==> config.mk <==
export PLATFORM = sky130hd
export DESIGN_NAME = cache_latency_emulator
export DESIGN_NICKNAME = d
export VERILOG_FILES = /design/src/hw/gpu_mem_pkg.sv /design/src/hw/cache_latency_emulator.sv
export SDC_FILE = /design/constraint.sdc
export NUM_CORES = 2
export LEC_CHECK = 0
export BUFFER_PORTS_ARGS = -buffer_cell sky130_fd_sc_hd__buf_2
export CAP_MARGIN = 20
export CORE_MARGIN = 5
export CORE_UTILIZATION = 34
export DETAILED_ROUTE_END_ITERATION = 6
export PLACE_DENSITY = 0.56
export SYNTH_ARGS = -nofsm -noshare
export SYNTH_HDL_FRONTEND = slang
export SYNTH_SLANG_ARGS = --single-unit
==> constraint.sdc <==
create_clock -name clk -period 5.3 [get_ports clk]
set_clock_uncertainty 0.1 [all_clocks]
set_input_delay 1.06 -clock clk [delete_from_list [all_inputs] [get_ports clk]]
set_output_delay 1.06 -clock clk [all_outputs]
set_load 0.05 [all_outputs]
==> src/hw/gpu_mem_pkg.sv <==
package gpu_mem_pkg;

	// --------------------------------------------------
	// warp geometry
	// --------------------------------------------------

	localparam int NUM_LANES = 8;
	localparam int WORD_W = 32;
	localparam int WORD_SEL_W = 3;
	localparam int BLOCK_W = 27;
	localparam int LAT_W = 5;

	// byte address bit where the block number starts.
	localparam int BLOCK_LSB = 5;

	// byte address bit where the word select starts.
	localparam int SEL_LSB = 2;

	// --------------------------------------------------
	// vector types
	// --------------------------------------------------

	typedef logic [WORD_W-1:0] word_t;
	typedef logic [NUM_LANES*WORD_W-1:0] lane_vec_t;
	typedef logic [BLOCK_W-1:0] block_addr_t;
	typedef logic [WORD_SEL_W-1:0] word_sel_t;
	typedef logic [NUM_LANES*WORD_SEL_W-1:0] word_offsets_t;
	typedef logic [NUM_LANES-1:0] lane_mask_t;
	typedef logic [2:0] warp_id_t;
	typedef logic [1:0] scb_id_t;
	typedef logic [4:0] reg_addr_t;
	typedef logic [LAT_W-1:0] latency_t;

	// --------------------------------------------------
	// miss tracker states
	// --------------------------------------------------

	typedef enum logic
	{
		MT_IDLE,
		MT_WAIT
	} miss_state_e;

endpackage

==> src/hw/cache_latency_emulator.sv <==
`timescale 1ns/1ps

module cache_latency_emulator
#(
	parameter int cache_lines = 32,
	parameter int lat_addr_w = 8
)
(
	input  logic                     clk,
	input  logic                     resetb,
	input  logic                     lookup_i,
	input  gpu_mem_pkg::block_addr_t block_i,
	input  logic                     cfg_lat_write_i,
	input  logic [lat_addr_w-1:0]    cfg_lat_addr_i,
	input  gpu_mem_pkg::latency_t    cfg_lat_value_i,
	input  logic                     fill_valid_i,
	input  gpu_mem_pkg::block_addr_t fill_block_i,
	input  logic                     busy_i,
	output logic                     hit_o,
	output gpu_mem_pkg::latency_t    latency_o,
	output logic                     miss_wait_o,
	output logic                     miss_start_o,
	output gpu_mem_pkg::block_addr_t miss_block_o
);

	localparam int IDX_W = $clog2(cache_lines);
	localparam int TAG_W = gpu_mem_pkg::BLOCK_W - IDX_W;
	localparam int LAT_DEPTH = 1 << lat_addr_w;

	logic [TAG_W-1:0] tag_mem [cache_lines];
	logic [cache_lines-1:0] tag_valid;
	gpu_mem_pkg::latency_t lat_table [LAT_DEPTH];

	logic [IDX_W-1:0] lookup_idx;
	logic [TAG_W-1:0] lookup_tag;
	logic [IDX_W-1:0] fill_idx;
	logic [lat_addr_w-1:0] lat_idx;
	logic lookup_hit;
	logic start_ok;

	// --------------------------------------------------
	// tag lookup
	// --------------------------------------------------

	assign lookup_idx = block_i[IDX_W-1:0];
	assign lookup_tag = block_i[gpu_mem_pkg::BLOCK_W-1:IDX_W];
	assign fill_idx = fill_block_i[IDX_W-1:0];
	assign lat_idx = block_i[lat_addr_w-1:0];

	assign lookup_hit = tag_valid[lookup_idx] && (tag_mem[lookup_idx] == lookup_tag);

	// only one miss is tracked; a start already in flight counts as busy.
	assign start_ok = lookup_i && !lookup_hit && !busy_i && !miss_start_o;

	always_ff @(posedge clk or negedge resetb)
	begin
		if (!resetb)
		begin
			hit_o <= 1'b0;
			miss_start_o <= 1'b0;
			miss_wait_o <= 1'b0;
			tag_valid <= '0;
		end
		else
		begin
			miss_start_o <= start_ok;
			if (lookup_i)
				hit_o <= lookup_hit;
			if (fill_valid_i)
				tag_valid[fill_idx] <= 1'b1;
			// wait spans from the tracker load up to and including the fill.
			if (miss_start_o)
				miss_wait_o <= 1'b1;
			else if (fill_valid_i)
				miss_wait_o <= 1'b0;
		end
	end

	// --------------------------------------------------
	// storage and miss payload
	// --------------------------------------------------

	always_ff @(posedge clk)
	begin
		if (fill_valid_i)
			tag_mem[fill_idx] <= fill_block_i[gpu_mem_pkg::BLOCK_W-1:IDX_W];
		if (cfg_lat_write_i)
			lat_table[cfg_lat_addr_i] <= cfg_lat_value_i;
		if (lookup_i && !lookup_hit)
			latency_o <= lat_table[lat_idx];
		if (start_ok)
			miss_block_o <= block_i;
	end

	a_hit_excludes_start: assert property (
		@(posedge clk) disable iff (!resetb)
		!(hit_o && miss_start_o)
	);

endmodule

* Yosys cells after proc, flatten, opt, wreduce, memory -nomap -nowiden
Memories as Yosys holds them, arrays and structs flattened. A register that Yosys moved wholly into a read port is not among the register bits.
Index checks and enable logic that the tools add are counted.
** Storage, ports and cells
- Input port bits :: 73
- Register bits :: 62
- Word-level logic and storage cells :: 31
- RAM bits :: 1984
- Memories :: 2
** Cells by class
- Reduce and logical (&&, ||, !) cells :: 9
- Muxes and demuxes :: 10
- Eq/ne operators :: 1
- Bitwise gates (word level) :: 1
- Magnitude comparators :: 3
** Memories
- lat_table :: words 256, bits a word 5, read ports 1, clocked after Yosys merged registers in 1, wr ports 1, RTL line cache_latency_emulator.sv:32 : gpu_mem_pkg::latency_t lat_table [LAT_DEPTH];
- tag_mem :: words 32, bits a word 22, read ports 1, clocked after Yosys merged registers in 0, wr ports 1, RTL line cache_latency_emulator.sv:30 : logic [TAG_W-1:0] tag_mem [cache_lines];
** Operators by type and width (number)
- 32-bit bitwise OR :: 1
- 22-bit equality test :: 1
- 5-bit by 6-bit < comparator with 1-bit output, second input constant :: 2
- 1-bit 2-to-1 mux :: 8
- 1-bit binary-select mux with 5-bit select :: 1
- 1-bit demux with 5-bit select :: 1
- 5-bit by 1-bit greater-or-equal comparator with 1-bit output, second input constant :: 1
- 1-bit logical AND :: 5
- 1-bit logical NOT :: 3
- 2-bit nonzero test :: 1

* Longest topological paths before layout
- Depth after elaboration :: 7
- Gate-level depth with buffers :: 15
- Gate-level depth less buffers :: 9

* Worst setup path before layout
No wires, ideal clock.
- Path type :: input-to-reg
- From :: input block_i[0]
- To :: register miss_block_o[0] (enable)
- Stages :: 12
- Setup time :: 0.484 ns
- Data arrival time :: 5.860 ns
- Setup slack :: -1.145 ns
- Required time :: 4.716 ns
- Buffers on the path :: 4
- Cell sequence :: buf_6 buf_6 buf_6 buf_2 mux4_2 mux4_2 xnor2_1 nand3_1 o31ai_1 o21ai_1 nor4_1 nor4_1
** On the way
- Word-level cells in the longest chain between the ends :: 7
- Elaborated cells between the ends (all ways) :: 9
- Those cells by class :: eq/ne: 1; mux: 2; reduce/logical: 5; memory: 1
** Ends and longest elaborated chain
- start: declaration :: RTL line cache_latency_emulator.sv:12 : input gpu_mem_pkg::block_addr_t block_i,
- memory read 32 x 22 bit or 1-bit binary-select mux with 5-bit select (tied branches)
- 22-bit equality test or 1-bit 2-to-1 mux (tied branches) :: RTL line cache_latency_emulator.sv:50 : assign lookup_hit = tag_valid[lookup_idx] && (tag_mem[lookup_idx] == lookup_tag);
- 1-bit logical AND * :: RTL line cache_latency_emulator.sv:50
- 1-bit logical NOT * :: RTL line cache_latency_emulator.sv:53 : assign start_ok = lookup_i && !lookup_hit && !busy_i && !miss_start_o;
- 1-bit logical AND * (3 in a row) :: RTL line cache_latency_emulator.sv:53
- net start_ok :: RTL line cache_latency_emulator.sv:39 : logic start_ok;
- end signal: assignment :: RTL line cache_latency_emulator.sv:92 : miss_block_o <= block_i;
- end: declaration :: RTL line cache_latency_emulator.sv:23 : output gpu_mem_pkg::block_addr_t miss_block_o
Mark *: on every way through the listed nets, which the timed path passes. The rest lies on a longest branch. The select of a mux whose other input is x is not followed.
A chain may end at the register's enable or synchronous reset.

* Final worst setup path
- From :: input block_i[0]
- To :: register miss_block_o[2] (enable)
The elaborated chain is that of the path after synthesis.

==> run metrics <==
Vias per Instance 5.24; Worst IR Drop VDD 0.367 mV; power density relative to cell area 371 nW/um^2; netlist area before placement 80000 um^2; worst path required time 5.78 ns; unrepaired setup endpoints after global routing no; path class of the lowest-slack min-delay path in -> async; Die Outline Area 245000 um^2; starting density of the core 34.1%; highest cell delay on the worst timing path 0.65 ns; critical path's most frequent cell buf_4; number of gates resized after CTS 0; routed wl met2 97700 um; crit-path max FO 28; number of max-capacitance violations reported 0; setup fix buffers added after clock tree synthesis 0; pins over their slew limit 0; dominant delay contributor by cell family on the critical path simple AND/OR/NAND/NOR gates; count of flip-flops with a built-in enable after synthesis 2016; global placer's final weighted congestion 0.784; commonest cells in the synthesized netlist edfxtp_1 (2016), mux4_2 (548), nor2_1 (316), mux2i_1 (135), clkbuf_1 (110); number of fill cells in the layout 20.9k; growth of design area from synthesis to finish 14.8%; CTS sink cnt 2051; top_reg_cell synth edfxtp_1; GRT overflow 0; Worst Hold Slack 0.240 ns; clock-pin slew reported for the worst setup and hold paths after clock tree synthesis 0.06 ns; clock latency of the later-clocked register in the worst-skew pair 0.85 ns; Bufs on Longest Clock Path 3; number of register bits inferred by synthesis 2051; cell taking the most area after synthesis edfxtp_1; result of the run complete, no violations; cells taking the most area after synthesis edfxtp_1 (76%), mux4_2 (15%), mux2i_1 (1.7%), nor2_1 (1.5%), dfrtp_1 (1.1%); highest routed metal layer met5; layout cell share with drive strength beyond 1 28.8%; number of clock buffers inserted by TritonCTS 206; die boundary width 495 um; Highest Clock Rate 223 MHz; most instantiated library cell after synthesis edfxtp_1; Via Count 38.0k; top-area cell type share of the netlist area 75.7%; total setup violations reported at the end of the flow 0; number of different library cells in the post-synthesis netlist 54; root buf cell clkbuf_16; time the worst path needs with I/O delays and setup 4.48 ns; crit path DAT 4.96 ns; WL/cell 28.1 um; floorplan die height 495 um; net count of the mapped netlist 3748; clock tree from TritonCTS built; worst-path cell with the longest stage delay nor3b_1; slew at the pin with the worst max-slew slack 1.09 ns; first-pass GRT wire length 293000 um; total wire length after detailed routing 204000 um; H-tree Lvls 4; vias in the first global route 38.9k; overall power of the completed layout 34.1 mW; final cycle utilization of the critical path 84.5%; critical path, cell by cell buf_8 -> buf_4 -> nor2b_1 -> a22oi_1 -> nand3_1 -> nor3b_1 -> buf_4 -> o21ai_0 -> nor4_1 -> o21ai_1 -> nor4_1 -> buf_4 -> nor4_4 -> buf_12; mean instance size in the synthesized netlist 21.8 um^2; hold_buf cts 0; worst slew margin relative to its limit 27.3%; share of the yosys chip area belonging to registers 76.7%; Warnings, synthesis 0; fraction of registers with async set or reset after synthesis 1.71%; number of buffers inserted by port buffering 107; pin count of the biggest net entering global routing 162; kind of critical path in -> reg; Initial DRC Count 3944; core region area 235000 um^2; final-stage net count 4005; Post-DP HPWL 122000 um; Core Rows 178; Sum Neg Setup Slack 0 ns; buffers and inverters on the worst path 5; final hold violations 0; type of element capturing the critical path flip-flop; number of antenna violations at the first check in global routing 12; Worst R2R Setup Slack 1.28 ns; Post-Synthesis Cells 3675; number of iterations in the first detailed-routing pass 5; GRT Resource Usage Total 16.4%; number of top-level pins 108; detailed-route DRC error count 0; CP Launch Type input pin; standby leakage power 28.4 nW; post-route antenna net violation count 0; M1 WL 88100 um; met3 layer wire length in the routed design 13600 um
==> final cells by class <==
type	count	area (um^2)	share of cell area (%)
well taps	3150	3940	4.29
multi-input cells	1406	17800	19.3
clock buffers	244	5300	5.77
diodes	6	15.0	0.0163
clock inverters	130	1240	1.35
flip-flops and latches	2051	61400	66.9
inverters	7	26.3	0.0286
repair buffers	260	2150	2.34
==> state kept, by name, indices dropped and copies added (netlist names) <==
name,count
tag_valid,32
hit_o,1
miss_start_o,1
latency_o,5
tag_mem,704
lat_table,1280
miss_block_o,27
miss_wait_o,1
==> routing by layer <==
metal	global-route usage, %	up-vias
met5	0	-
met4	3.90	4
met3	3.33	289
met2	26.5	1281
met1	23.2	20600
li1	-	15800
==> cells in the final DEF, fill, tap and decap left out, types with 5 or more instances in the layout <==
master,n
a21oi_1,19
edfxtp_1,2016
a22oi_1,33
clkbuf_1,38
o22ai_1,11
o211ai_1,5
dfrtp_1,35
a211oi_1,5
nand2b_1,5
mux4_2,548
buf_4,122
clkinv_1,57
clkinv_16,8
nand3_1,43
xnor2_1,18
o221ai_1,10
nand3b_1,5
diode_2,6
nor2_4,32
nand2_1,71
o21ai_0,15
clkbuf_16,206
or3_1,5
a221oi_1,9
buf_2,97
or2_2,35
bufinv_16,14
clkinvlp_4,6
clkinv_2,35
clkbuf_8,5
inv_1,6
nand4_1,12
nor2b_1,21
mux2_2,21
xor2_1,18
nor2_1,284
mux2i_1,135
buf_12,30
==> through the flow <==
stage / utilization [%] / cell area [um^2] / worst slack [ns] / instances
after global placement: 36.3 / 85300 / -0.175 / 6873
after global routing: 39.1 / 91800 / 0.740 / 7248
after floorplan: - / 80000 / 0.0231 / 3675
after detailed placement: 36.3 / 85300 / 0.0374 / 6874
after CTS: 39.1 / 91800 / 0.922 / 7248
final: 39.1 / 91900 / 0.821 / 7254
==> report_power, final <==
part | switching (mW) | internal (mW)
combinational | 1.16 | 0.746
sequential | 0.0491 | 18.0
clock | 6.28 | 7.86
==> worst register-to-register path, delay by kind of cell, from the launching register on <==
family	cells	cell delay, ns
xor+xnor	1	0.31
mux	2	0.95
simple gates	3	1.30
compound gates	1	0.33
buf+inv	2	0.40
flops	1	0.38
==> logic make-up (layout without fill, tap and decap cells) <==
logic type | after synthesis | count (layout) | synth area share [%]
simple gates | 533 | 533 | 2.90
xor+xnor | 36 | 36 | 0.394
mux | 705 | 705 | 17.4
buf+inv | 218 | 641 | 1.36
compound gates | 132 | 132 | 1.17
other cells | 0 | 6 | 0
flops | 2051 | 2051 | 76.7
==> final timing paths <==
kind	to	cells after the start	startpoint
setup reg to reg	miss_block_o[2]	9	tag_mem[9][14]
hold / removal	hit_o	1	resetb
min in group clk	tag_valid[14]	1	tag_valid[14]
hold reg to reg	tag_valid[14]	1	tag_valid[14]
max in group asynchronous	tag_valid[30]	1	resetb
setup / recovery	miss_block_o[2]	14	block_i[0]
(Power assumes the default switching activity.)
