<file path="config.mk">
export PLATFORM = sky130hd
export DESIGN_NAME = mem_addr_select
export DESIGN_NICKNAME = d
export VERILOG_FILES = /design/src/hw/gpu_mem_pkg.sv /design/src/hw/mem_addr_select.sv
export SDC_FILE = /design/constraint.sdc
export NUM_CORES = 1
export LEC_CHECK = 0
export BUFFER_PORTS_ARGS = -buffer_cell sky130_fd_sc_hd__buf_4
export CAP_MARGIN = 20
export CORE_AREA = 2 2 426 428
export DETAILED_ROUTE_END_ITERATION = 8
export DIE_AREA = 0 0 428 430
export GPL_TIMING_DRIVEN = 0
export SYNTH_ARGS = -nofsm -noshare
export SYNTH_HDL_FRONTEND = slang
export SYNTH_SLANG_ARGS = --single-unit
</file>
<file path="constraint.sdc">
create_clock -name clk -period 0.8 [get_ports clk]
set_input_delay 0.16 -clock clk [delete_from_list [all_inputs] [get_ports clk]]
set_output_delay 0.16 -clock clk [all_outputs]
set_load 0.05 [all_outputs]
</file>
<file path="src/hw/gpu_mem_pkg.sv">
package gpu_mem_pkg;

	// --------------------------------------------------
	// warp geometry
	// --------------------------------------------------

	localparam int NUM_LANES = 8;
	localparam int WORD_W = 32;
	localparam int WORD_SEL_W = 3;
	localparam int BLOCK_W = 27;
	localparam int LAT_W = 5;

	// byte address bit where the block number starts.
	localparam int BLOCK_LSB = 5;

	// byte address bit where the word select starts.
	localparam int SEL_LSB = 2;

	// --------------------------------------------------
	// vector types
	// --------------------------------------------------

	typedef logic [WORD_W-1:0] word_t;
	typedef logic [NUM_LANES*WORD_W-1:0] lane_vec_t;
	typedef logic [BLOCK_W-1:0] block_addr_t;
	typedef logic [WORD_SEL_W-1:0] word_sel_t;
	typedef logic [NUM_LANES*WORD_SEL_W-1:0] word_offsets_t;
	typedef logic [NUM_LANES-1:0] lane_mask_t;
	typedef logic [2:0] warp_id_t;
	typedef logic [1:0] scb_id_t;
	typedef logic [4:0] reg_addr_t;
	typedef logic [LAT_W-1:0] latency_t;

	// --------------------------------------------------
	// miss tracker states
	// --------------------------------------------------

	typedef enum logic
	{
		MT_IDLE,
		MT_WAIT
	} miss_state_e;

endpackage

</file>
<file path="src/hw/mem_addr_select.sv">
`timescale 1ns/1ps

module mem_addr_select
(
	input  logic                     clk,
	input  logic                     resetb,
	input  logic                     req_valid_i,
	input  logic                     mem_read_i,
	input  logic                     mem_write_i,
	input  logic                     shared_i,
	input  gpu_mem_pkg::lane_mask_t  pam_i,
	input  gpu_mem_pkg::lane_vec_t   eff_addr_i,
	input  gpu_mem_pkg::lane_vec_t   write_data_i,
	input  gpu_mem_pkg::warp_id_t    warp_id_i,
	input  gpu_mem_pkg::scb_id_t     scb_id_i,
	input  gpu_mem_pkg::reg_addr_t   reg_addr_i,
	output logic                     s1_valid_o,
	output logic                     s1_read_o,
	output logic                     s1_write_o,
	output logic                     s1_shared_o,
	output gpu_mem_pkg::lane_mask_t  s1_pam_o,
	output gpu_mem_pkg::lane_vec_t   s1_eff_addr_o,
	output gpu_mem_pkg::lane_vec_t   s1_write_data_o,
	output gpu_mem_pkg::warp_id_t    s1_warp_id_o,
	output gpu_mem_pkg::scb_id_t     s1_scb_id_o,
	output gpu_mem_pkg::reg_addr_t   s1_reg_addr_o,
	output gpu_mem_pkg::block_addr_t s1_block_o,
	output logic                     lookup_o
);

	gpu_mem_pkg::block_addr_t sel_block;

	// the lowest active lane wins, so scan from the top down.
	always_comb
	begin
		sel_block = '0;
		for (int lane = gpu_mem_pkg::NUM_LANES - 1; lane >= 0; lane--)
		begin
			if (pam_i[lane])
				sel_block = eff_addr_i[lane*gpu_mem_pkg::WORD_W + gpu_mem_pkg::BLOCK_LSB
					+: gpu_mem_pkg::BLOCK_W];
		end
	end

	always_ff @(posedge clk or negedge resetb)
	begin
		if (!resetb)
		begin
			s1_valid_o <= 1'b0;
			s1_read_o <= 1'b0;
			s1_write_o <= 1'b0;
			s1_shared_o <= 1'b0;
			lookup_o <= 1'b0;
		end
		else
		begin
			s1_valid_o <= req_valid_i;
			s1_read_o <= req_valid_i && mem_read_i;
			s1_write_o <= req_valid_i && mem_write_i;
			s1_shared_o <= req_valid_i && shared_i;
			// shared accesses never touch the tag store.
			lookup_o <= req_valid_i && !shared_i && (mem_read_i || mem_write_i);
		end
	end

	always_ff @(posedge clk)
	begin
		if (req_valid_i)
		begin
			s1_pam_o <= pam_i;
			s1_eff_addr_o <= eff_addr_i;
			s1_write_data_o <= write_data_i;
			s1_warp_id_o <= warp_id_i;
			s1_scb_id_o <= scb_id_i;
			s1_reg_addr_o <= reg_addr_i;
			s1_block_o <= sel_block;
		end
	end

endmodule

</file>
Word level (Yosys, flattened, before mapping)
Cells that the tools add are included.

storage, ports and cells
  register bits = 562
  input bits = 536
  output and inout bits = 562
  word-level logic and storage cells = 27

operators by class
  multiplexer cells = 8
  reduce and logical (&&, ||, !) cells = 7

operators with widths
  kind               count
  $mux 27            8
  $logic_and 1x1->1  5
  $logic_not 1->1    1
  $logic_or 1x1->1   1

Longest topological paths before layout
Gate-level depths: netlist of the first run.

  word-level depth = 8
  depth in mapped cells = 7
  mapped depth without buffers = 4

Least setup slack after synthesis of the first run
Ideal clock, no wire load.

  path type = input to register
  start = in pam_i[6]
  end = reg s1_block_o[10] (data pin)
  setup time = 0.274 ns
  arrival time = 0.988 ns
  data required time = 0.526 ns
  slack = -0.461 ns
  cell stages on the path = 7
  path buffers = 3
  cells stage by stage = buf_6 nor2b_4 buf_6 buf_6 a221o_1 o2111ai_1 a31oi_1

on the way
  cells in the longest elaborated chain, start to end = 7

RTL lines
  what                     RTL line               text
  from (decl)              mem_addr_select.sv:11  input gpu_mem_pkg::lane_mask_t pam_i,
  $mux 27 (7 in a row)     mem_addr_select.sv:39  if (pam_i[lane])
  named net sel_block[10]  mem_addr_select.sv:31  gpu_mem_pkg::block_addr_t sel_block;
  to (signal assigned)     mem_addr_select.sv:76  s1_block_o <= sel_block;
  to (decl)                mem_addr_select.sv:27  output gpu_mem_pkg::block_addr_t s1_block_o,

The timed path passes the listed nets, and every way through them passes these cells.
A chain may end at the register's enable or synchronous reset.

Worst setup path in the final report of the first run
  start = reg s1_eff_addr_o[146]
  end = out s1_eff_addr_o[146]

RTL lines
  what                    RTL line               text
  from (decl)             mem_addr_select.sv:22  output gpu_mem_pkg::lane_vec_t s1_eff_addr_o,
  from (signal assigned)  mem_addr_select.sv:71  s1_eff_addr_o <= eff_addr_i;

No word-level cell between the ends.

==> results.cfg, run 1 <==
[detailed_routing]
antenna_left = 0
viasPerCell = 3.38
firstDrtPassIters = 5
dr_total_vias = 17100
wl_per_cell_um = 29.4
post-route-drc-count = 0
routed_wl_um = 148000
drt-initial-drc-count = 1235

[setup_path]
crit_path_end_kind = output port
critical_path_class = register to output port
arrival_ns = 1.41
crit_family = flip-flops
cp_slowest_cell = edfxtp_1
crit_buf_inv = 1
slowest_delay_ns = 0.51
crit_chain = buf_6
cp.depth = 1
required_ns = 0.64
critPathLaunchType = register
cp_max_fo = 1

[floorplan]
start_util = 0.103
die-area_um2 = 184000
pin_count = 1098
std_cell_rows = 156
coreArea_um2 = 180000
die_w_um = 428
die_h_um = 430

[final_layout]
drive_gt1_frac = 0.516
final_nets = 3120
instances_no_fill = 5041
postLayoutCellArea_um2 = 41800
final_util = 0.232
syn2layout_area_growth_pct = 125

[pwr]
leakagePower_nw = 16.3
ir_worst_vdd_mv = 1.76
power_density_nw_per_um2 = 2280

[yosys]
yosysTopAreaCell = edfxtp_1
synth_edf_count = 557
synth_cell_types = 23
synthCells = 801
synth-main-ff-cell = edfxtp_1
synth-seq-area-share = 0.907
yosys_register_bits = 562
synth_area_um2 = 18600
yosysMostFrequentCell = edfxtp_1
ys.warnings.count = 0
syn-num-nets = 1337
ys_top_cells_by_count = edfxtp_1 (557), a221o_1 (53), a31oi_1 (27), o2111ai_1 (27), o22ai_1 (26)
synth_area_leaders = edfxtp_1 (90%), a221o_1 (2.9%), o2111ai_1 (1.3%), a31oi_1 (0.91%), o22ai_1 (0.88%)
synth_top_area_frac = 0.900
synth_area_per_cell_um2 = 23.2
ys_async_sr_fraction = 0.00890

[sta]
period_needed_ns = 1.57
min_period_over_period = 1.96
slew_violations = 0
rsz0062_at_grt = true
fmax_mhz = 637
worstMarginPinSlew_ns = 0.703
fin_ws_ns = -0.770
slew_headroom = 0.528
setup_viol = 655
hold-worst-slack_ns = 0.0316
hold_viol = 0

[grt]
grt_pass1_wl_um = 179000
grt_max_degree = 117
grt_pass1_vias = 17200
grt_use_total = 0.151
gr-total-overflow = 0
antenna_found_initial = 94

[min_path]
min_path_cells = 4
hp-class = primary input to register

[status]
status = finished, violations left
violations = setup timing

[place]
place_inst = 4275
numPortBuffers = 1097
post_dp_cell_area_um2 = 30000
dp_hpwl_um = 114000
gp_congestion = 0.891

[clocking]
cts_root_buf = clkbuf_16
clk_pin_slew_worst_paths_ns = 0.05
htree_levels = 3
cts_num_sinks = 562
clk_path_buf_depth = 3
numCtsBuffers = 75
cts_tree = built

[flow_run]
cap_viol_max_count = 0
## final timing paths
check / start / endpoint / slack [ns]
setup / recovery: s1_eff_addr_o[146] / s1_eff_addr_o[146] / -0.77
min in group asynchronous: resetb / s1_valid_o / 0.41
hold / removal: eff_addr_i[145] / s1_block_o[12] / 0.03
max in group asynchronous: resetb / s1_write_o / 0.16
## repair_timing
action	4_1_cts	5_1_grt
pin swaps	32	15
buffers inserted	31	17
hold endpoints to repair	619	25
cloned	6	14
resized for setup	706	46
hold buffers	537	11
setup endpoints to repair	789	1126
## per-layer routing
| metal | share of wire | global-route usage | vias up |
|---|---|---|---|
| met3 | 0.093 | 0.0548 | 320 |
| met4 | 0.054 | 0.0714 | 34 |
| met2 | 0.49 | 0.256 | 1116 |
| met5 | 0.0015 | 0 | - |
| li1 | - | - | 7027 |
| met1 | 0.36 | 0.167 | 8559 |
## power by group
group,internal [mW],leakage [nW],switching (mW),total (mW)
clock network,21.2,1.24,14.7,35.9
logic,8.79,9.51,14.4,23.2
registers,35.1,5.52,1.21,36.3
total,65.1,16.3,30.3,95.4
## kinds of logic after synthesis
| group | after synthesis | synth area share |
|---|---|---|
| AOI/OAI and AO/OA | 164 | 0.0675 |
| buffers and inverters | 37 | 0.0115 |
| and+or+nand+nor | 38 | 0.0138 |
| DFF | 562 | 0.907 |
## metrics by stage
stage / setup TNS, ns / setup slack (ns) / power, mW
floorplan: -11.56 / -0.452 / 45.3
global placement: -3127.91 / -5.99 / 54.8
detailed placement: -535.14 / -2.16 / 54.8
CTS: -667.63 / -0.834 / 96.6
global route: -388.47 / -0.825 / 98.4
finish: -344.10 / -0.770 / 95.4
## cells in the final DEF, fill, tap and decap left out, types with 3 or more instances in the layout
| cell | synthesis | routed |
|---|---|---|
| and2_1 | 3 | 3 |
| o2111ai_2 | 0 | 13 |
| clkinvlp_4 | 0 | 8 |
| a31oi_4 | 0 | 8 |
| or2b_1 | 9 | 9 |
| clkinv_1 | 0 | 10 |
| inv_6 | 0 | 4 |
| o22ai_2 | 0 | 5 |
| o21ai_2 | 0 | 5 |
| dfrtp_1 | 5 | 5 |
| buf_8 | 0 | 9 |
| diode_2 | 0 | 26 |
| o2111ai_1 | 27 | 8 |
| clkinv_2 | 0 | 3 |
| clkbuf_2 | 0 | 3 |
| buf_4 | 2 | 557 |
| nand2b_1 | 18 | 18 |
| a31oi_2 | 0 | 4 |
| clkinv_4 | 0 | 6 |
| o2111ai_4 | 0 | 6 |
| dlygate4sd3_1 | 0 | 539 |
| buf_6 | 7 | 583 |
| buf_16 | 0 | 11 |
| edfxtp_1 | 557 | 557 |
| a21oi_1 | 3 | 3 |
| o21ai_4 | 0 | 3 |
| a221o_1 | 53 | 51 |
| o21ai_0 | 21 | 10 |
| o22ai_1 | 26 | 21 |
| clkbuf_16 | 0 | 90 |
| clkbuf_1 | 11 | 15 |
| a31oi_1 | 27 | 15 |
| clkbuf_8 | 0 | 5 |
| buf_12 | 0 | 14 |
| bufinv_16 | 0 | 9 |
| o21ai_1 | 7 | 10 |
## state kept, by name (all words and copies together) (netlist names)
name             count
s1_eff_addr_o      256
s1_block_o          27
s1_warp_id_o         3
s1_write_data_o    256
s1_pam_o             8
s1_reg_addr_o        5
s1_shared_o          1
lookup_o             1
s1_scb_id_o          2
s1_write_o           1
s1_read_o            1
s1_valid_o           1
## worst min-delay path, delay by kind of cell
family,cells,cell delay (ns)
compound gates,3,0.33
buf+inv,1,0.09
## area by class of cell
| cell class | instances | area [um^2] |
|---|---|---|
| flip-flops and latches | 562 | 16900 |
| fillers | 18700 | 138000 |
| inverters | 4 | 35.0 |
| clock buffers | 95 | 2050 |
| diodes | 26 | 65.1 |
| well taps | 2370 | 2970 |
| multi-input cells | 202 | 1940 |
| plain buffers | 27 | 360 |
| clock inverters | 43 | 541 |
| repair buffers | 1712 | 17000 |
(Power assumes the default switching activity.)
==> inputs of run 2 (changes only) <==
--- a/config.mk
+++ b/config.mk
@@ -11,6 +11,7 @@
 export DETAILED_ROUTE_END_ITERATION = 8
 export DIE_AREA = 0 0 428 430
 export GPL_TIMING_DRIVEN = 0
+export SLEW_MARGIN = 20
 export SYNTH_ARGS = -nofsm -noshare
 export SYNTH_HDL_FRONTEND = slang
 export SYNTH_SLANG_ARGS = --single-unit
==> constraint.sdc (replaced) <==
create_clock -name clk -period 0.8 [get_ports clk]
set_input_delay 0.08 -clock clk [delete_from_list [all_inputs] [get_ports clk]]
set_output_delay 0.08 -clock clk [all_outputs]
set_load 0.05 [all_outputs]
==> run 2 against run 1 <==
- the flow still finishes with violations (setup timing)
- via count is essentially flat
- clock power is 2% lower
- clock-buffer cell count decreased by 6
- sequential power is essentially flat
- cell count is 0.60% lower
- maximum frequency up 5.7%
- cell area decreased by 0.82%
- global-route usage about the same
- power is 0.81% lower
==> results.cfg, run 2 (synthesis gave the netlist of run 1 again) <==
[detailed_routing]
routed_wl_um = 146000
wl_per_cell_um = 29.2
post-route-drc-count = 0
firstDrtPassIters = 5
antenna_left = 0
dr_total_vias = 17100
viasPerCell = 3.40
drt-initial-drc-count = 1206

[grt]
grt_pass1_vias = 17100
grt_pass1_wl_um = 179000
grt_use_total = 0.151
antenna_found_initial = 93
gr-total-overflow = 0
grt_max_degree = 106

[setup_path]
critical_path_class = register to output port
cp_max_fo = 1
crit_buf_inv = 1
critPathLaunchType = register
cp_slowest_cell = edfxtp_1
crit_chain = buf_6
crit_family = flip-flops
slowest_delay_ns = 0.51
arrival_ns = 1.41
crit_path_end_kind = output port
required_ns = 0.72

[place]
place_inst = 4274
dp_hpwl_um = 113000
preCtsSetupSlack_ns = -2.08
numPortBuffers = 1097
gp_congestion = 0.891
post_dp_cell_area_um2 = 30000

[final_layout]
final_common_cell = buf_6
reg_top3 = s1_eff_addr_o x256, s1_write_data_o x256, s1_block_o x27
final_cell_mix = buf_6 (576), edfxtp_1 (557), dlygate4sd3_1 (539), buf_4 (537), clkbuf_16 (84)
instances_no_fill = 5011
drive_gt1_frac = 0.509
final_util = 0.230
fill_cells = 18700
postLayoutCellArea_um2 = 41400
final_nets = 3098
syn2layout_area_growth_pct = 123

[sta]
slew_headroom = 0.687
slew_violations = 0
rsz0062_at_grt = true
setup_viol = 590
fin_ws_ns = -0.686
period_needed_ns = 1.49
setup_tns_ns = -296.14
hold_viol = 0
fmax_mhz = 673
min_period_over_period = 1.86
worstMarginPinSlew_ns = 0.470

[floorplan]
start_util = 0.103
die_w_um = 428
pin_count = 1098
die-area_um2 = 184000
die_h_um = 430
coreArea_um2 = 180000
std_cell_rows = 156

[clocking]
htree_levels = 3
clk_pin_slew_worst_paths_ns = 0.06
cts_root_buf = clkbuf_16
cts_tree = built
cts_num_sinks = 562
numCtsBuffers = 75
clk_path_buf_depth = 3

[pwr]
seqPwrFrac = 0.384
p_comb_frac = 0.243
power_density_nw_per_um2 = 2280
clockPowerShare = 0.373
leakagePower_nw = 16.2
ir_worst_vdd_mv = 1.81
switching_share = 0.320
intPower_mw = 64.4
p_switching_mw = 30.2

[status]
violations = setup timing
status = finished, violations left

[min_path]
hp-class = primary input to register

[flow_run]
cap_viol_max_count = 0
==> run 2: changes by cell type in the layout (fill, tap and decap cells not counted), moves of 6 or more <==
cell / delta
o21ai_1: +7
clkbuf_16: -6
o22ai_1: -6
buf_4: -20
buf_6: -7
dlymetal6s4s_1: +12
==> run 2: area by class of cell <==
class	count	area, um^2	area share
repair buffers	1690	16700	0.404
inverters	4	35.0	0.000846
multi-input cells	202	1940	0.0468
flip-flops and latches	562	16900	0.407
clock buffers	89	2000	0.0484
diodes	23	57.6	0.00139
well taps	2370	2970	0.0716
clock inverters	44	515	0.0124
plain buffers	27	308	0.00743
==> run 2: what timing repair did <==
action | in CTS | in global routing
buffers inserted | 22 | 15
hold buffers | 538 | 29
hold endpoints to repair | 633 | 42
cloned | 7 | 6
pin swaps | 16 | 47
setup endpoints to repair | 843 | 1115
gates resized for setup | 654 | 107
==> run 2: path summary, 6_finish.rpt <==
path	start	to	slack, ns	cells after the start
max in group asynchronous	resetb	s1_write_o	0.27	3
min in group asynchronous	resetb	lookup_o	0.33	3
worst min-delay path	eff_addr_i[223]	s1_block_o[26]	0.04	4
worst max-delay path	s1_eff_addr_o[146]	s1_eff_addr_o[146]	-0.69	1
==> run 2: metrics by stage <==
stage	total power [mW]	hold WS, ns
6_report	94.6	0.0421
5_1_grt	97.6	-0.0119
4_1_cts	95.8	-0.0111
3_5_place_dp	54.8	-0.116
3_3_place_gp	54.8	-0.116
2_1_floorplan	45.3	-0.216
==> run 2: metal layers <==
layer  GRT usage  wire length [um]
met2       0.256             71200
met5           0               245
met1       0.165             52500
met4      0.0759              8650
met3      0.0560             13900
==> run 2: power by group through the flow <==
stage          clock [mW]  combinational (mW)  sequential, mW
6_report             35.3                23.0            36.3
5_1_grt              37.5                23.6            36.5
4_1_cts              36.6                22.9            36.3
3_5_place_dp            0                18.4            36.4
3_3_place_gp            0                18.2            36.6
2_1_floorplan           0               0.739            44.5
