**src/hw/gpu_mem_pkg.sv**
```systemverilog
package gpu_mem_pkg;

	// --------------------------------------------------
	// warp geometry
	// --------------------------------------------------

	localparam int NUM_LANES = 8;
	localparam int WORD_W = 32;
	localparam int WORD_SEL_W = 3;
	localparam int BLOCK_W = 27;
	localparam int LAT_W = 5;

	// byte address bit where the block number starts.
	localparam int BLOCK_LSB = 5;

	// byte address bit where the word select starts.
	localparam int SEL_LSB = 2;

	// --------------------------------------------------
	// vector types
	// --------------------------------------------------

	typedef logic [WORD_W-1:0] word_t;
	typedef logic [NUM_LANES*WORD_W-1:0] lane_vec_t;
	typedef logic [BLOCK_W-1:0] block_addr_t;
	typedef logic [WORD_SEL_W-1:0] word_sel_t;
	typedef logic [NUM_LANES*WORD_SEL_W-1:0] word_offsets_t;
	typedef logic [NUM_LANES-1:0] lane_mask_t;
	typedef logic [2:0] warp_id_t;
	typedef logic [1:0] scb_id_t;
	typedef logic [4:0] reg_addr_t;
	typedef logic [LAT_W-1:0] latency_t;

	// --------------------------------------------------
	// miss tracker states
	// --------------------------------------------------

	typedef enum logic
	{
		MT_IDLE,
		MT_WAIT
	} miss_state_e;

endpackage

```
**src/hw/miss_tracker.sv**
```systemverilog
`timescale 1ns/1ps

module miss_tracker
(
	input  logic                     clk,
	input  logic                     resetb,
	input  logic                     miss_start_i,
	input  gpu_mem_pkg::block_addr_t miss_block_i,
	input  gpu_mem_pkg::latency_t    latency_i,
	output logic                     busy_o,
	output logic                     fill_valid_o,
	output gpu_mem_pkg::block_addr_t fill_block_o
);

	gpu_mem_pkg::miss_state_e state_q;
	gpu_mem_pkg::latency_t count_q;
	gpu_mem_pkg::latency_t load_count;

	// a zero entry still takes one cycle.
	assign load_count = (latency_i == '0) ? gpu_mem_pkg::latency_t'(1) : latency_i;

	always_ff @(posedge clk or negedge resetb)
	begin
		if (!resetb)
		begin
			state_q <= gpu_mem_pkg::MT_IDLE;
			count_q <= '0;
		end
		else
		begin
			case (state_q)
				gpu_mem_pkg::MT_IDLE:
				begin
					if (miss_start_i)
					begin
						state_q <= gpu_mem_pkg::MT_WAIT;
						count_q <= load_count;
					end
				end
				gpu_mem_pkg::MT_WAIT:
				begin
					if (count_q == gpu_mem_pkg::latency_t'(1))
						state_q <= gpu_mem_pkg::MT_IDLE;
					else
						count_q <= count_q - 1'b1;
				end
				default:
				begin
					state_q <= gpu_mem_pkg::MT_IDLE;
				end
			endcase
		end
	end

	always_ff @(posedge clk)
	begin
		if (miss_start_i && (state_q == gpu_mem_pkg::MT_IDLE))
			fill_block_o <= miss_block_i;
	end

	assign busy_o = (state_q == gpu_mem_pkg::MT_WAIT);
	assign fill_valid_o = busy_o && (count_q == gpu_mem_pkg::latency_t'(1));

	a_fill_ends_wait: assert property (
		@(posedge clk) disable iff (!resetb)
		fill_valid_o |=> (state_q == gpu_mem_pkg::MT_IDLE) && !fill_valid_o
	);

	// the emulator must hold off new misses while one is pending.
	a_no_start_in_wait: assert property (
		@(posedge clk) disable iff (!resetb)
		miss_start_i |-> (state_q == gpu_mem_pkg::MT_IDLE)
	);

endmodule

```
**config.mk**
```make
export PLATFORM = sky130hd
export DESIGN_NAME = miss_tracker
export DESIGN_NICKNAME = d
export VERILOG_FILES = /design/src/hw/gpu_mem_pkg.sv /design/src/hw/miss_tracker.sv
export SDC_FILE = /design/constraint.sdc
export NUM_CORES = 1
export LEC_CHECK = 0
export BUFFER_PORTS_ARGS = -buffer_cell sky130_fd_sc_hd__buf_4
export CELL_PAD_IN_SITES_DETAIL_PLACEMENT = 0
export CELL_PAD_IN_SITES_GLOBAL_PLACEMENT = 2
export CORE_MARGIN = 3
export CORE_UTILIZATION = 30
export CTS_CLUSTER_SIZE = 30
export DETAILED_ROUTE_END_ITERATION = 6
export PLACE_DENSITY_LB_ADDON = 0.1
export SETUP_SLACK_MARGIN = 0.15
export SLEW_MARGIN = 20
export SYNTH_ARGS = -nofsm -noshare
export SYNTH_HDL_FRONTEND = slang
export SYNTH_SLANG_ARGS = --single-unit
```
**constraint.sdc**
```tcl
create_clock -name clk -period 5 [get_ports clk]
set_clock_uncertainty 0.15 [all_clocks]
set_input_delay 0.5 -clock clk [delete_from_list [all_inputs] [get_ports clk]]
set_output_delay 0.5 -clock clk [all_outputs]
set_load 0.03 [all_outputs]
```
# Word level (Yosys, flattened, before mapping)
# Index checks and enable logic that the tools add are counted.
dict set report op_classes {
  n_reduce_logical 4
  n_lt_le_gt_ge 0
  addsub 1
  div_mod_pow 0
  muxes 7
  n_shift 0
  n_eq_ne 3
  mul 0
  n_bitwise 1
}
# op n
set ops {}
lappend ops {{$mux 5} 3}
lappend ops {{$pmux 5 s2} 1}
lappend ops {{$eq 5x1->1 const B} 1}
lappend ops {{$logic_not 5->1} 1}
lappend ops {{$sub 5x1->5 const B} 1}
lappend ops {{$ne 2x2->1 const B} 2}
lappend ops {{$logic_and 1x1->1} 2}
lappend ops {{$mux 1} 2}
lappend ops {{$pmux 1 s2} 1}
lappend ops {{$reduce_and 2->1} 1}
lappend ops {{$not 1->1} 1}
dict set report totals {
  latchBits 0
  out_inout_bits 29
  romBits 0
  n_memories 0
  mem_bits_rw 0
  input_bits 35
  elab_cells 19
  regBits 33
}

# Depth between registers and ports, before layout
# Gate-level depths: netlist of run 1.
dict set report logic_depth {
  word_depth 4
  ltp_mapped 6
  ltp_nobuf 5
}

# Least setup slack after synthesis of run 1
# No wires, ideal clock.
dict set report synth_timing {
  path_kind {reg-to-reg}
  startpoint {register state_q (netlist: busy_o)}
  endpoint {register count_q[2]}
  arrival_time_ns 2.163
  stages_incl_launch_ff 4
  path_slack_ns 2.600
  n_path_buf 0
  required_time_ns 4.763
  setup_time_ns 0.087
  synth_period_minus_slack_ns 2.400
  cell_sequence {dfrtp_1 > nor2b_1 > a22oi_1 > o21ai_0}
}
dict set report synth_via {
  elab_chain_cells 3
  word_cells_on_any_way 5
}
# element line_no
set synth_rtl {}
lappend synth_rtl {{start: declaration} miss_tracker.sv:15} ;# gpu_mem_pkg::miss_state_e state_q;
lappend synth_rtl {{start signal: assignment} miss_tracker.sv:26} ;# state_q <= gpu_mem_pkg::MT_IDLE;
lappend synth_rtl {{start signal: assignment} miss_tracker.sv:36} ;# state_q <= gpu_mem_pkg::MT_WAIT;
lappend synth_rtl {{start signal: assignment} miss_tracker.sv:43} ;# state_q <= gpu_mem_pkg::MT_IDLE;
lappend synth_rtl {{$not 1->1} --}
lappend synth_rtl {{$ne 2x2->1 (no source line)} --}
lappend synth_rtl {{$reduce_and 2->1 (no source line)} --}
lappend synth_rtl {{end signal: assignment} miss_tracker.sv:37} ;# count_q <= load_count;
lappend synth_rtl {{end signal: assignment} miss_tracker.sv:45} ;# count_q <= count_q - 1'b1;
lappend synth_rtl {{end: declaration} miss_tracker.sv:16} ;# gpu_mem_pkg::latency_t count_q;
# Parallel ways exist; a longest one is shown, timed or not.
# A chain may end at the register's enable or synchronous reset.

# Worst setup path after layout of run 1
dict set report layout_timing {
  startpoint {register state_q (netlist: busy_o)}
  endpoint {output port fill_valid_o}
}
dict set report layout_via {
  elab_chain_cells 1
}
# element line_no
set layout_rtl {}
lappend layout_rtl {{$logic_and 1x1->1} miss_tracker.sv:62} ;# assign fill_valid_o = busy_o && (count_q == gpu_mem_pkg::latency_t'(1));
lappend layout_rtl {{end: declaration} miss_tracker.sv:11} ;# output logic fill_valid_o,
# No other way between the ends.

==> results.sh, run 1 <==
export IMPL_power_frac_comb_pct=30.1
export IMPL_diodes=0
export IMPL_layout_commonest_cell="buf_4"
export IMPL_via_per_inst=4.34
export IMPL_p_sw_w=0.000289
export IMPL_fin_nets=178
export IMPL_die_h_um=69.2
export IMPL_clock_path_buffers=2
export IMPL_cts_sinks=33
export IMPL_hp_class="input pin to flip-flop"
export IMPL_crit_path_end_kind="output pin"
export IMPL_post_cts_buffers=0
export IMPL_critPathKind="flip-flop to output pin"
export IMPL_grt_max_degree=30
export IMPL_rsz0062_at_grt="no"
export IMPL_drive_gt1_share_pct=51.4
export IMPL_ir_drop_uv=285
export IMPL_most_common_layout_cells="buf_4, edfxtp_1, dfrtp_1"
export IMPL_cts_buffers=5
export IMPL_hold_slack_ps=242
export IMPL_report_final_slew_viol_count=0
export IMPL_sw_frac_of_total_pct=31.4
export IMPL_yosys_register_bits=33
export IMPL_multi_input_area_um2=215
export IMPL_slew_headroom_pct=75.1
export IMPL_timing_setup_tns_ps=0
export IMPL_cts_tree="done"
export IMPL_hold_viol=0
export IMPL_met3RoutedLength_um=169
export IMPL_drt_pass1_iterations=4
export IMPL_wl_per_cell_um=12.7
export IMPL_power_density_nw_per_um2=498
export IMPL_syn_cell_area_um2=1200
export IMPL_wirelength_um=2410
export IMPL_internal_power_w=0.000631
export IMPL_die_width_um=69.2
export IMPL_h_tree_depth=2
export IMPL_io_buffers=63
export IMPL_yosysUniqueCellTypes=24
export IMPL_fin_crit_ps=2260
export IMPL_wl_met2_um=1230
export IMPL_vias=824
export IMPL_p_leak_nw=0.780
export IMPL_drv_cap=0
export IMPL_cp_top_family="flip-flops"
export IMPL_synthesis_nets=108
export IMPL_io_pins=64
export IMPL_setup_viol=0
export IMPL_syn_inst=71
export IMPL_critical_path_max_fanout=13
export IMPL_n_fill_cell=349
export IMPL_worstPathCellList="nor2b_1 -> and3_1 -> buf_4"
export IMPL_worstPathArrival_ps=1610
export IMPL_cp_slowest_stage_delay_ps=570
export IMPL_gp_congestion=0.728
export IMPL_grt_usage_pct=10.7
export IMPL_worst_pin_slew_ps=374
export IMPL_r2r_slack_ps=3320
export IMPL_post_dp_cell_area_um2=1730
export IMPL_core_um2=3740
export IMPL_syn_avg_cell_area_um2=16.9
export IMPL_clkPwrFrac_pct=25.8
export IMPL_crit_slowest_cell="dfrtp_1"
export IMPL_dieArea_um2=4790
export IMPL_clk_pin_slew_ps=60
export IMPL_drt_iter0_markers=44
export IMPL_antenna_found_initial=0
export IMPL_dpl_hpwl_um=1790
export IMPL_clockRootBuffer="clkbuf_8"
export IMPL_drc=0
export IMPL_crit_path_start_kind="flip-flop"
export IMPL_status="complete, no violations"
export IMPL_highest_layer="met4"
export IMPL_regArea_um2=961
export IMPL_postLayoutCellArea_um2=1850
export IMPL_grt_first_pass_wirelength_um=3850
export IMPL_min_period_over_period_pct=45.2
export IMPL_required_ps=4350
export IMPL_grt_remaining_overflow=0
export IMPL_seq_power_share_pct=44.1
export IMPL_postRouteAntennaNets=0
export IMPL_wl_met1_um=991
export IMPL_synth_yosys_warnings=0
export IMPL_rows=22
export IMPL_insertion_delay_ps=280
export IMPL_syn_to_final_growth_pct=54.2
export IMPL_cp_num_buf_inv=1
export IMPL_max_freq_mhz=442
export IMPL_ys_seq_area_share_pct=80.2
export IMPL_first_global_vias=848
export IMPL_start_util_pct=32.0
-- kinds of logic (layout without fill, tap and decap cells) --
kind of cell,after synthesis,after routing,share of synthesized area (%)
compound gates,13,13,7.10
xor+xnor,1,1,0.731
fa+ha+maj,2,2,2.09
buf+inv,6,77,2.09
flops,33,33,80.2
mux,1,1,0.835
simple gates,15,15,6.99
-- state kept, by name, summed over array words and instances (netlist names) --
| signal | cells |
|---|---|
| count_q | 5 |
| busy_o | 1 |
| fill_block_o | 27 |
-- worst reg2reg max path: cells and delay by family (launching register included) --
kind / cells / cell delay (ps)
and+or+nand+nor: 3 / 650
DFF: 1 / 570
AOI/OAI and AO/OA: 1 / 200
-- layer usage --
layer / vias to the layer above / track usage, %
met3: 2 / 4.20
met4: 0 / 7.16
met1: 381 / 11.5
met5: - / 0
met2: 37 / 17.3
li1: 404 / -
-- cell usage after synthesis --
master	n	area share (%)
o31ai_2	1	1.0
a32oi_1	1	0.73
dfrtp_1	6	13
xor2_1	1	0.73
mux2i_1	1	0.84
nand2b_1	1	0.52
nor2_1	4	1.3
ha_1	2	2.1
inv_1	4	1.3
o21ai_1	1	0.42
o22a_1	1	0.73
a21oi_1	2	0.84
buf_2	2	0.84
nor2b_1	4	2.1
o22ai_1	1	0.52
or4_4	1	0.94
nor3_1	1	0.42
a22oi_1	1	0.63
nand2_1	2	0.63
and3_1	1	0.52
edfxtp_1	27	68
o21ai_0	4	1.7
a31oi_1	1	0.52
nor3b_1	1	0.63
-- layout make-up --
cell class	instances	area share (%)
Clock inverter	2	1.83
Tap cell	48	3.25
Sequential cell	33	52.0
Timing Repair Buffer	65	26.5
Multi-Input combinational cell	32	11.6
Clock buffer	6	3.93
Inverter	4	0.812
-- worst paths after layout --
path	start	to	cells after the start
max	busy_o	fill_valid_o	3
min	miss_block_i[3]	fill_block_o[3]	1
max reg2reg	busy_o	count_q[1]	4
min reg2reg	count_q[1]	count_q[1]	1
max in group asynchronous	resetb	count_q[2]	2
min in group asynchronous	resetb	count_q[1]	2
-- timing repair --
action	4_1_cts	5_1_grt
resized for setup	0	0
endpoints found under the hold margin	6	0
hold buffers	1	0
-- stage by stage --
step                      utilization [%]  cells  power [W]  setup WS, ps
after CTS                            49.4    190   0.000936          2720
after floorplan                         -     71   0.000590          2600
final                                49.4    190   0.000920          2740
after global placement               46.3    181   0.000689          3070
after detailed placement             46.3    181   0.000694          3040
after global routing                 49.4    190   0.000979          2600
-- power by group through the flow --
stage               Combinational (W)  Sequential [W]  Clock (W)
floorplan                    0.000126        0.000464          0
global placement             0.000279        0.000410          0
detailed placement           0.000282        0.000411          0
CTS                          0.000282        0.000407   0.000247
global route                 0.000305        0.000415   0.000260
finish                       0.000277        0.000406   0.000237
(Power assumes the default switching activity.)
==> run 2, diff against run 1 <==
--- a/config.mk
+++ b/config.mk
@@ -5,11 +5,12 @@
 export SDC_FILE = /design/constraint.sdc
 export NUM_CORES = 1
 export LEC_CHECK = 0
+export ABC_AREA = 1
 export BUFFER_PORTS_ARGS = -buffer_cell sky130_fd_sc_hd__buf_4
 export CELL_PAD_IN_SITES_DETAIL_PLACEMENT = 0
 export CELL_PAD_IN_SITES_GLOBAL_PLACEMENT = 2
 export CORE_MARGIN = 3
-export CORE_UTILIZATION = 30
+export CORE_UTILIZATION = 27
 export CTS_CLUSTER_SIZE = 30
 export DETAILED_ROUTE_END_ITERATION = 6
 export PLACE_DENSITY_LB_ADDON = 0.1
==> constraint.sdc (replaced) <==
create_clock -name clk -period 2.1 [get_ports clk]
set_clock_uncertainty 0.15 [all_clocks]
set_input_delay 0.21 -clock clk [delete_from_list [all_inputs] [get_ports clk]]
set_output_delay 0.21 -clock clk [all_outputs]
set_load 0.03 [all_outputs]
==> run 2 against run 1 <==
First-iteration DRC count is 45% higher. Sequential power rose by 130%. Synthesized area rose by 2.5%. Global-route usage is 1.2 points higher. Largest power group unchanged. Core utilization grew 1.8 points. Clock power grew 140%. Die area grew 13%. Flip-flop and latch count stayed put.
==> results.sh, run 2 <==
export IMPL_r2r_cells=4
export IMPL_io_pins=64
export IMPL_drv_cap=0
export IMPL_worstPathArrival_ps=1390
export IMPL_cts_buffers=5
export IMPL_crit_path_end_kind="output pin"
export IMPL_grt_busiest_layer="met2"
export IMPL_utilization_pct=51.2
export IMPL_report_final_slew_viol_count=0
export IMPL_holdCritStartpoint="latency_i[2]"
export IMPL_synth_area_leaders="edfxtp_1, dfrtp_1, nand2_1"
export IMPL_p_leak_nw=0.966
export IMPL_insertion_delay_ps=280
export IMPL_timing_setup_tns_ps=0
export IMPL_clk_pin_slew_ps=70
export IMPL_layout_commonest_cell="buf_4"
export IMPL_min_to="count_q[2]"
export IMPL_h_tree_depth=2
export IMPL_fin_nets=225
export IMPL_synthesis_nets=127
export IMPL_syn_to_final_growth_pct=75.1
export IMPL_syn_avg_cell_area_um2=13.7
export IMPL_min_period_over_period_pct=83.2
export IMPL_grt_usage_pct=11.9
export IMPL_vias=971
export IMPL_postRouteAntennaNets=0
export IMPL_core_um2=4200
export IMPL_max_freq_mhz=572
export IMPL_cts_sinks=33
export IMPL_hold_viol=0
export IMPL_fin_cells=239
export IMPL_use_met3_pct=7.66
export IMPL_dpl_hpwl_um=2110
export IMPL_syn_inst=90
export IMPL_first_global_vias=1001
export IMPL_grt_first_pass_wirelength_um=4680
export IMPL_drc=0
export IMPL_holdPathStages=5
export IMPL_ir_drop_uv=594
export IMPL_synth_yosys_warnings=0
export IMPL_post_cts_buffers=0
export IMPL_critPathKind="flip-flop to output pin"
export IMPL_synth_top_cell_by_area="edfxtp_1"
export IMPL_wl_per_cell_um=12.8
export IMPL_yosys_top_cells_count="edfxtp_1, nand2_1, inv_1, nor2_1"
export IMPL_yosysMostFrequentCell="edfxtp_1"
export IMPL_synth_ff_type="edfxtp_1"
export IMPL_worstPathCellList="inv_1 -> ha_1 -> inv_1 -> nor2_1 -> nand2_1 -> nor2_1 -> buf_4"
export IMPL_yosysUniqueCellTypes=16
export IMPL_drt_iter0_markers=64
export IMPL_async_flop_share_pct=18.2
export IMPL_yosys_register_bits=33
export IMPL_grt_remaining_overflow=0
export IMPL_cts_tree="done"
export IMPL_setup_viol=0
export IMPL_io_buffers=63
export IMPL_worst_pin_slew_ps=342
export IMPL_required_ps=1740
export IMPL_die_width_um=73.5
export IMPL_cp_slowest_stage_delay_ps=380
export IMPL_largest_register_ffs=27
export IMPL_critical_path_max_fanout=3
export IMPL_antenna_found_initial=0
export IMPL_crit_slowest_cell="dfrtp_1"
export IMPL_r2r_end="fill_block_o[3]"
export IMPL_met1_usage_pct=13.0
export IMPL_wirelength_um=3060
export IMPL_hp_class="input pin to flip-flop"
export IMPL_grt_max_degree=28
export IMPL_status="complete, no violations"
export IMPL_fin_crit_ps=1750
export IMPL_synth_edf_count=27
export IMPL_syn_cell_area_um2=1230
export IMPL_r2r_slack_ps=480
export IMPL_die_h_um=73.5
export IMPL_placed_cells=203
export IMPL_diodes=0
export IMPL_use_met2_pct=18.7
export IMPL_drive_gt1_share_pct=40.7
export IMPL_rsz0062_at_grt="no"
export IMPL_r2r_start="busy_o"
export IMPL_crit_path_start_kind="flip-flop"
export IMPL_rows=23
export IMPL_synth_top_area_share_pct=66.0
export IMPL_start_util_pct=29.2
export IMPL_slew_headroom_pct=77.2
export IMPL_top_register="fill_block_o"
export IMPL_dieArea_um2=5400
export IMPL_most_common_layout_cells="buf_4, dlygate4sd3_1, edfxtp_1"
export IMPL_clock_path_buffers=2
export IMPL_drt_pass1_iterations=4
export IMPL_power_density_nw_per_um2=1070
export IMPL_via_per_inst=4.06
export IMPL_gp_congestion=0.719
export IMPL_ys_seq_area_share_pct=78.2
export IMPL_clockRootBuffer="clkbuf_8"
[run 2: metrics by stage]
stage	power, W	setup slack [ps]	instance area (um^2)	hold slack, ps
2_1_floorplan	0.00145	170	1230	-236
3_3_place_gp	0.00171	518	1760	-122
3_5_place_dp	0.00171	480	1760	-124
4_1_cts	0.00233	317	2150	77.5
5_1_grt	0.00246	195	2150	102
6_report	0.00230	352	2150	83.7
[run 2: logic make-up after synthesis]
logic type / Yosys count / synth area share [%]
buffers and inverters: 11 / 3.67
and+or+nand+nor: 40 / 14.3
DFF: 33 / 78.2
adders and majority gates: 2 / 2.04
AOI/OAI and AO/OA: 4 / 1.83
[run 2: worst max-delay path by stage]
stage | startpoint | end | slack, ps | depth (start not counted)
final | count_q[1] | fill_valid_o | 350 | 7
after global routing | count_q[1] | fill_valid_o | 190 | 7
after CTS | count_q[1] | fill_valid_o | 320 | 7
after detailed placement | busy_o | fill_block_o[8] | 480 | 4
after global placement | busy_o | fill_block_o[6] | 520 | 4
after floorplan | busy_o | fill_block_o[0] | 170 | 4
[run 2: layout make-up]
class	instances	area, um^2
fill	379	2050
inverter	10	37.5
sequential	33	961
tap	50	62.6
clock buffer	6	72.6
multi-input combinational	46	223
timing repair buffer	92	761
clock inverter	2	33.8
[run 2: routing by layer]
| metal | vias to the layer above | share of wire (%) | wire [um] |
|---|---|---|---|
| met1 | 431 | 39 | 1190 |
| met2 | 41 | 49 | 1510 |
| met5 | - | 0 | 0 |
| met3 | 5 | 10 | 320 |
| li1 | 494 | - | - |
| met4 | 0 | 1.3 | 40 |
[run 2: power by group]
part | switching (W) | internal (W) | total, W | leakage, nW
clock | 0.000226 | 0.000350 | 0.000576 | 0.0528
combinational | 0.000463 | 0.000306 | 0.000770 | 0.594
sequential | 0.0000925 | 0.000861 | 0.000953 | 0.319
[run 2: what timing repair did]
| item | CTS | global route |
|---|---|---|
| gates resized for setup | 0 | 0 |
| hold buffers | 28 | 0 |
| endpoints found under the hold margin | 33 | 0 |
[run 2: worst max-delay path, delay by kind of cell (launching register included)]
kind	cells	cell delay [ps]
buffers and inverters	3	310
DFF	1	380
and+or+nand+nor	3	270
adders and majority gates	1	150
==> run 3, diff against run 2 <==
--- a/config.mk
+++ b/config.mk
@@ -10,7 +10,7 @@
 export CELL_PAD_IN_SITES_DETAIL_PLACEMENT = 0
 export CELL_PAD_IN_SITES_GLOBAL_PLACEMENT = 2
 export CORE_MARGIN = 3
-export CORE_UTILIZATION = 27
+export CORE_UTILIZATION = 24
 export CTS_CLUSTER_SIZE = 30
 export DETAILED_ROUTE_END_ITERATION = 6
 export PLACE_DENSITY_LB_ADDON = 0.1
==> constraint.sdc (replaced) <==
create_clock -name clk -period 1.6 [get_ports clk]
set_clock_uncertainty 0.15 [all_clocks]
set_input_delay 0.16 -clock clk [delete_from_list [all_inputs] [get_ports clk]]
set_output_delay 0.16 -clock clk [all_outputs]
set_load 0.03 [all_outputs]
==> run 3 against run 2 <==
The run now ends with setup timing left. Setup slack got worse by 390 ps. Die area is 11% higher. Flip-flop and latch count stayed put. Sequential power increased by 32%. Clock power is 37% higher. Combinational power rose by 70%. Largest power group is now combinational logic. Highest routed layer unchanged.
==> results.sh, run 3 (synthesis results as in run 2) <==
export IMPL_start_util_pct=25.3
export IMPL_diodes=0
export IMPL_syn_to_final_growth_pct=88.8
export IMPL_grt_max_degree=28
export IMPL_via_per_inst=3.86
export IMPL_die_h_um=77.6
export IMPL_rows=25
export IMPL_postLayoutCellArea_um2=2320
export IMPL_worstPathArrival_ps=1330
export IMPL_place_worst_setup_slack_ps=189
export IMPL_drt_iter0_markers=20
export IMPL_ir_drop_uv=549
export IMPL_crit_path_start_kind="flip-flop"
export IMPL_clock_path_buffers=2
export IMPL_gp_congestion=0.719
export IMPL_worstPathCellList="inv_2 -> ha_4 -> inv_2 -> nor2_2 -> nand2_2 -> nor2_1 -> buf_4"
export IMPL_first_global_vias=1047
export IMPL_largest_register_ffs=27
export IMPL_violations="setup timing"
export IMPL_wl_per_cell_um=11.7
export IMPL_dpl_hpwl_um=2250
export IMPL_required_ps=1290
export IMPL_cp_top_family="flip-flops"
export IMPL_status="complete, but fails checks"
export IMPL_critical_path_max_fanout=2
export IMPL_postRouteAntennaNets=0
export IMPL_cts_tree="done"
export IMPL_wirelength_um=3070
export IMPL_worst_pin_slew_ps=204
export IMPL_rsz0062_at_grt="yes"
export IMPL_core_um2=4850
export IMPL_clk_pin_slew_ps=70
export IMPL_report_final_slew_viol_count=0
export IMPL_power_density_nw_per_um2=1450
export IMPL_most_common_layout_cells="buf_4, dlygate4sd3_1, edfxtp_1"
export IMPL_drc=0
export IMPL_sw_frac_of_total_pct=33.8
export IMPL_clkPwrFrac_pct=23.5
export IMPL_power_frac_comb_pct=39.1
export IMPL_p_leak_nw=1.01
export IMPL_cts_sinks=33
export IMPL_timing_setup_tns_ps=-40.2
export IMPL_p_sw_w=0.00113
export IMPL_max_freq_mhz=610
export IMPL_crit_path_end_kind="output pin"
export IMPL_io_pins=64
export IMPL_antenna_found_initial=0
export IMPL_grt_usage_pct=10.7
export IMPL_h_tree_depth=2
export IMPL_slew_headroom_pct=86.2
export IMPL_power_total_w=0.00336
export IMPL_layout_commonest_cell="buf_4"
export IMPL_insertion_delay_ps=270
export IMPL_drv_cap=0
export IMPL_hold_viol=0
export IMPL_dieArea_um2=6010
export IMPL_crit_slowest_cell="dfrtp_1"
export IMPL_top_register="fill_block_o"
export IMPL_grt_remaining_overflow=0
export IMPL_utilization_pct=47.8
export IMPL_clockRootBuffer="clkbuf_8"
export IMPL_path_common_cell="inv_2"
export IMPL_cp_slowest_stage_delay_ps=390
export IMPL_io_buffers=63
export IMPL_cts_buffers=5
export IMPL_drt_pass1_iterations=3
export IMPL_drive_gt1_share_pct=49.5
export IMPL_post_dp_cell_area_um2=1810
export IMPL_critPathKind="flip-flop to output pin"
export IMPL_seq_power_share_pct=37.4
export IMPL_die_width_um=77.6
export IMPL_grt_first_pass_wirelength_um=5000
export IMPL_setup_viol=1
export IMPL_internal_power_w=0.00222
export IMPL_cp_num_buf_inv=3
export IMPL_fin_nets=232
export IMPL_setup_slack_ps=-40.2
export IMPL_vias=1016
export IMPL_min_period_over_period_pct=103
export IMPL_fin_crit_ps=1640
export IMPL_hp_class="input pin to flip-flop"
## run 3: changes by cell type in the layout (fill, tap and decap cells not counted), sizes merged
cell	delta
clkbuf	+1
clkinvlp	+1
inv	-1
buf	+7
clkinv	-1
## run 3: worst reg2reg max path, cell delays in order (launching register included)
cell and delay (ps):
dfrtp_1 390, inv_2 80, ha_4 130, inv_2 30
nor2_2 100, nand2_2 70, buf_4 130, buf_6 110
nand2_4 70, nand2_8 90, nand2_1 80, nand2_1 50
## run 3: final timing paths
check	startpoint	to	slack, ps	cells past startpoint
max	count_q[1]	fill_valid_o	-40	7
min in group asynchronous	resetb	count_q[4]	80	2
min	latency_i[2]	count_q[2]	60	5
max in group asynchronous	resetb	count_q[0]	1080	2
max reg2reg	count_q[1]	count_q[0]	20	11
min reg2reg	count_q[0]	count_q[0]	410	2
## run 3: power by group through the flow
stage / clock network (W) / registers [W] / logic (W)
global placement: 0 / 0.00128 / 0.00102
floorplan: 0 / 0.00142 / 0.000507
finish: 0.000789 / 0.00126 / 0.00131
detailed placement: 0 / 0.00128 / 0.000997
global route: 0.000859 / 0.00128 / 0.00146
CTS: 0.000818 / 0.00127 / 0.00108
## run 3: routing by layer
| layer | vias to the layer above | track usage (%) | part of all wire, % |
|---|---|---|---|
| li1 | 507 | - | - |
| met2 | 43 | 17.0 | 48 |
| met4 | 0 | 5.34 | 2.2 |
| met3 | 6 | 3.36 | 5.9 |
| met5 | - | 0 | 0 |
| met1 | 460 | 13.0 | 44 |
## run 3: timing repair
item	in CTS	in global routing
pin swaps	1	9
hold endpoints to repair	33	0
setup buffers	1	6
endpoints found under the setup margin	1	17
resized for setup	1	16
hold buffers	28	0
## run 3: layout make-up
| type | count | area, um^2 |
|---|---|---|
| multi-input combinational | 46 | 274 |
| sequential | 33 | 963 |
| fill | 461 | 2530 |
| clock buffer | 7 | 86.3 |
| inverter | 10 | 48.8 |
| clock inverter | 1 | 30.0 |
| timing repair buffer | 99 | 833 |
| tap | 67 | 83.8 |
## run 3: metrics by stage
stage	hold WS, ps	cells
6_report	63.8	263
3_5_place_dp	-173	220
4_1_cts	34.0	257
3_3_place_gp	-172	220
2_1_floorplan	-286	90
5_1_grt	80.5	263
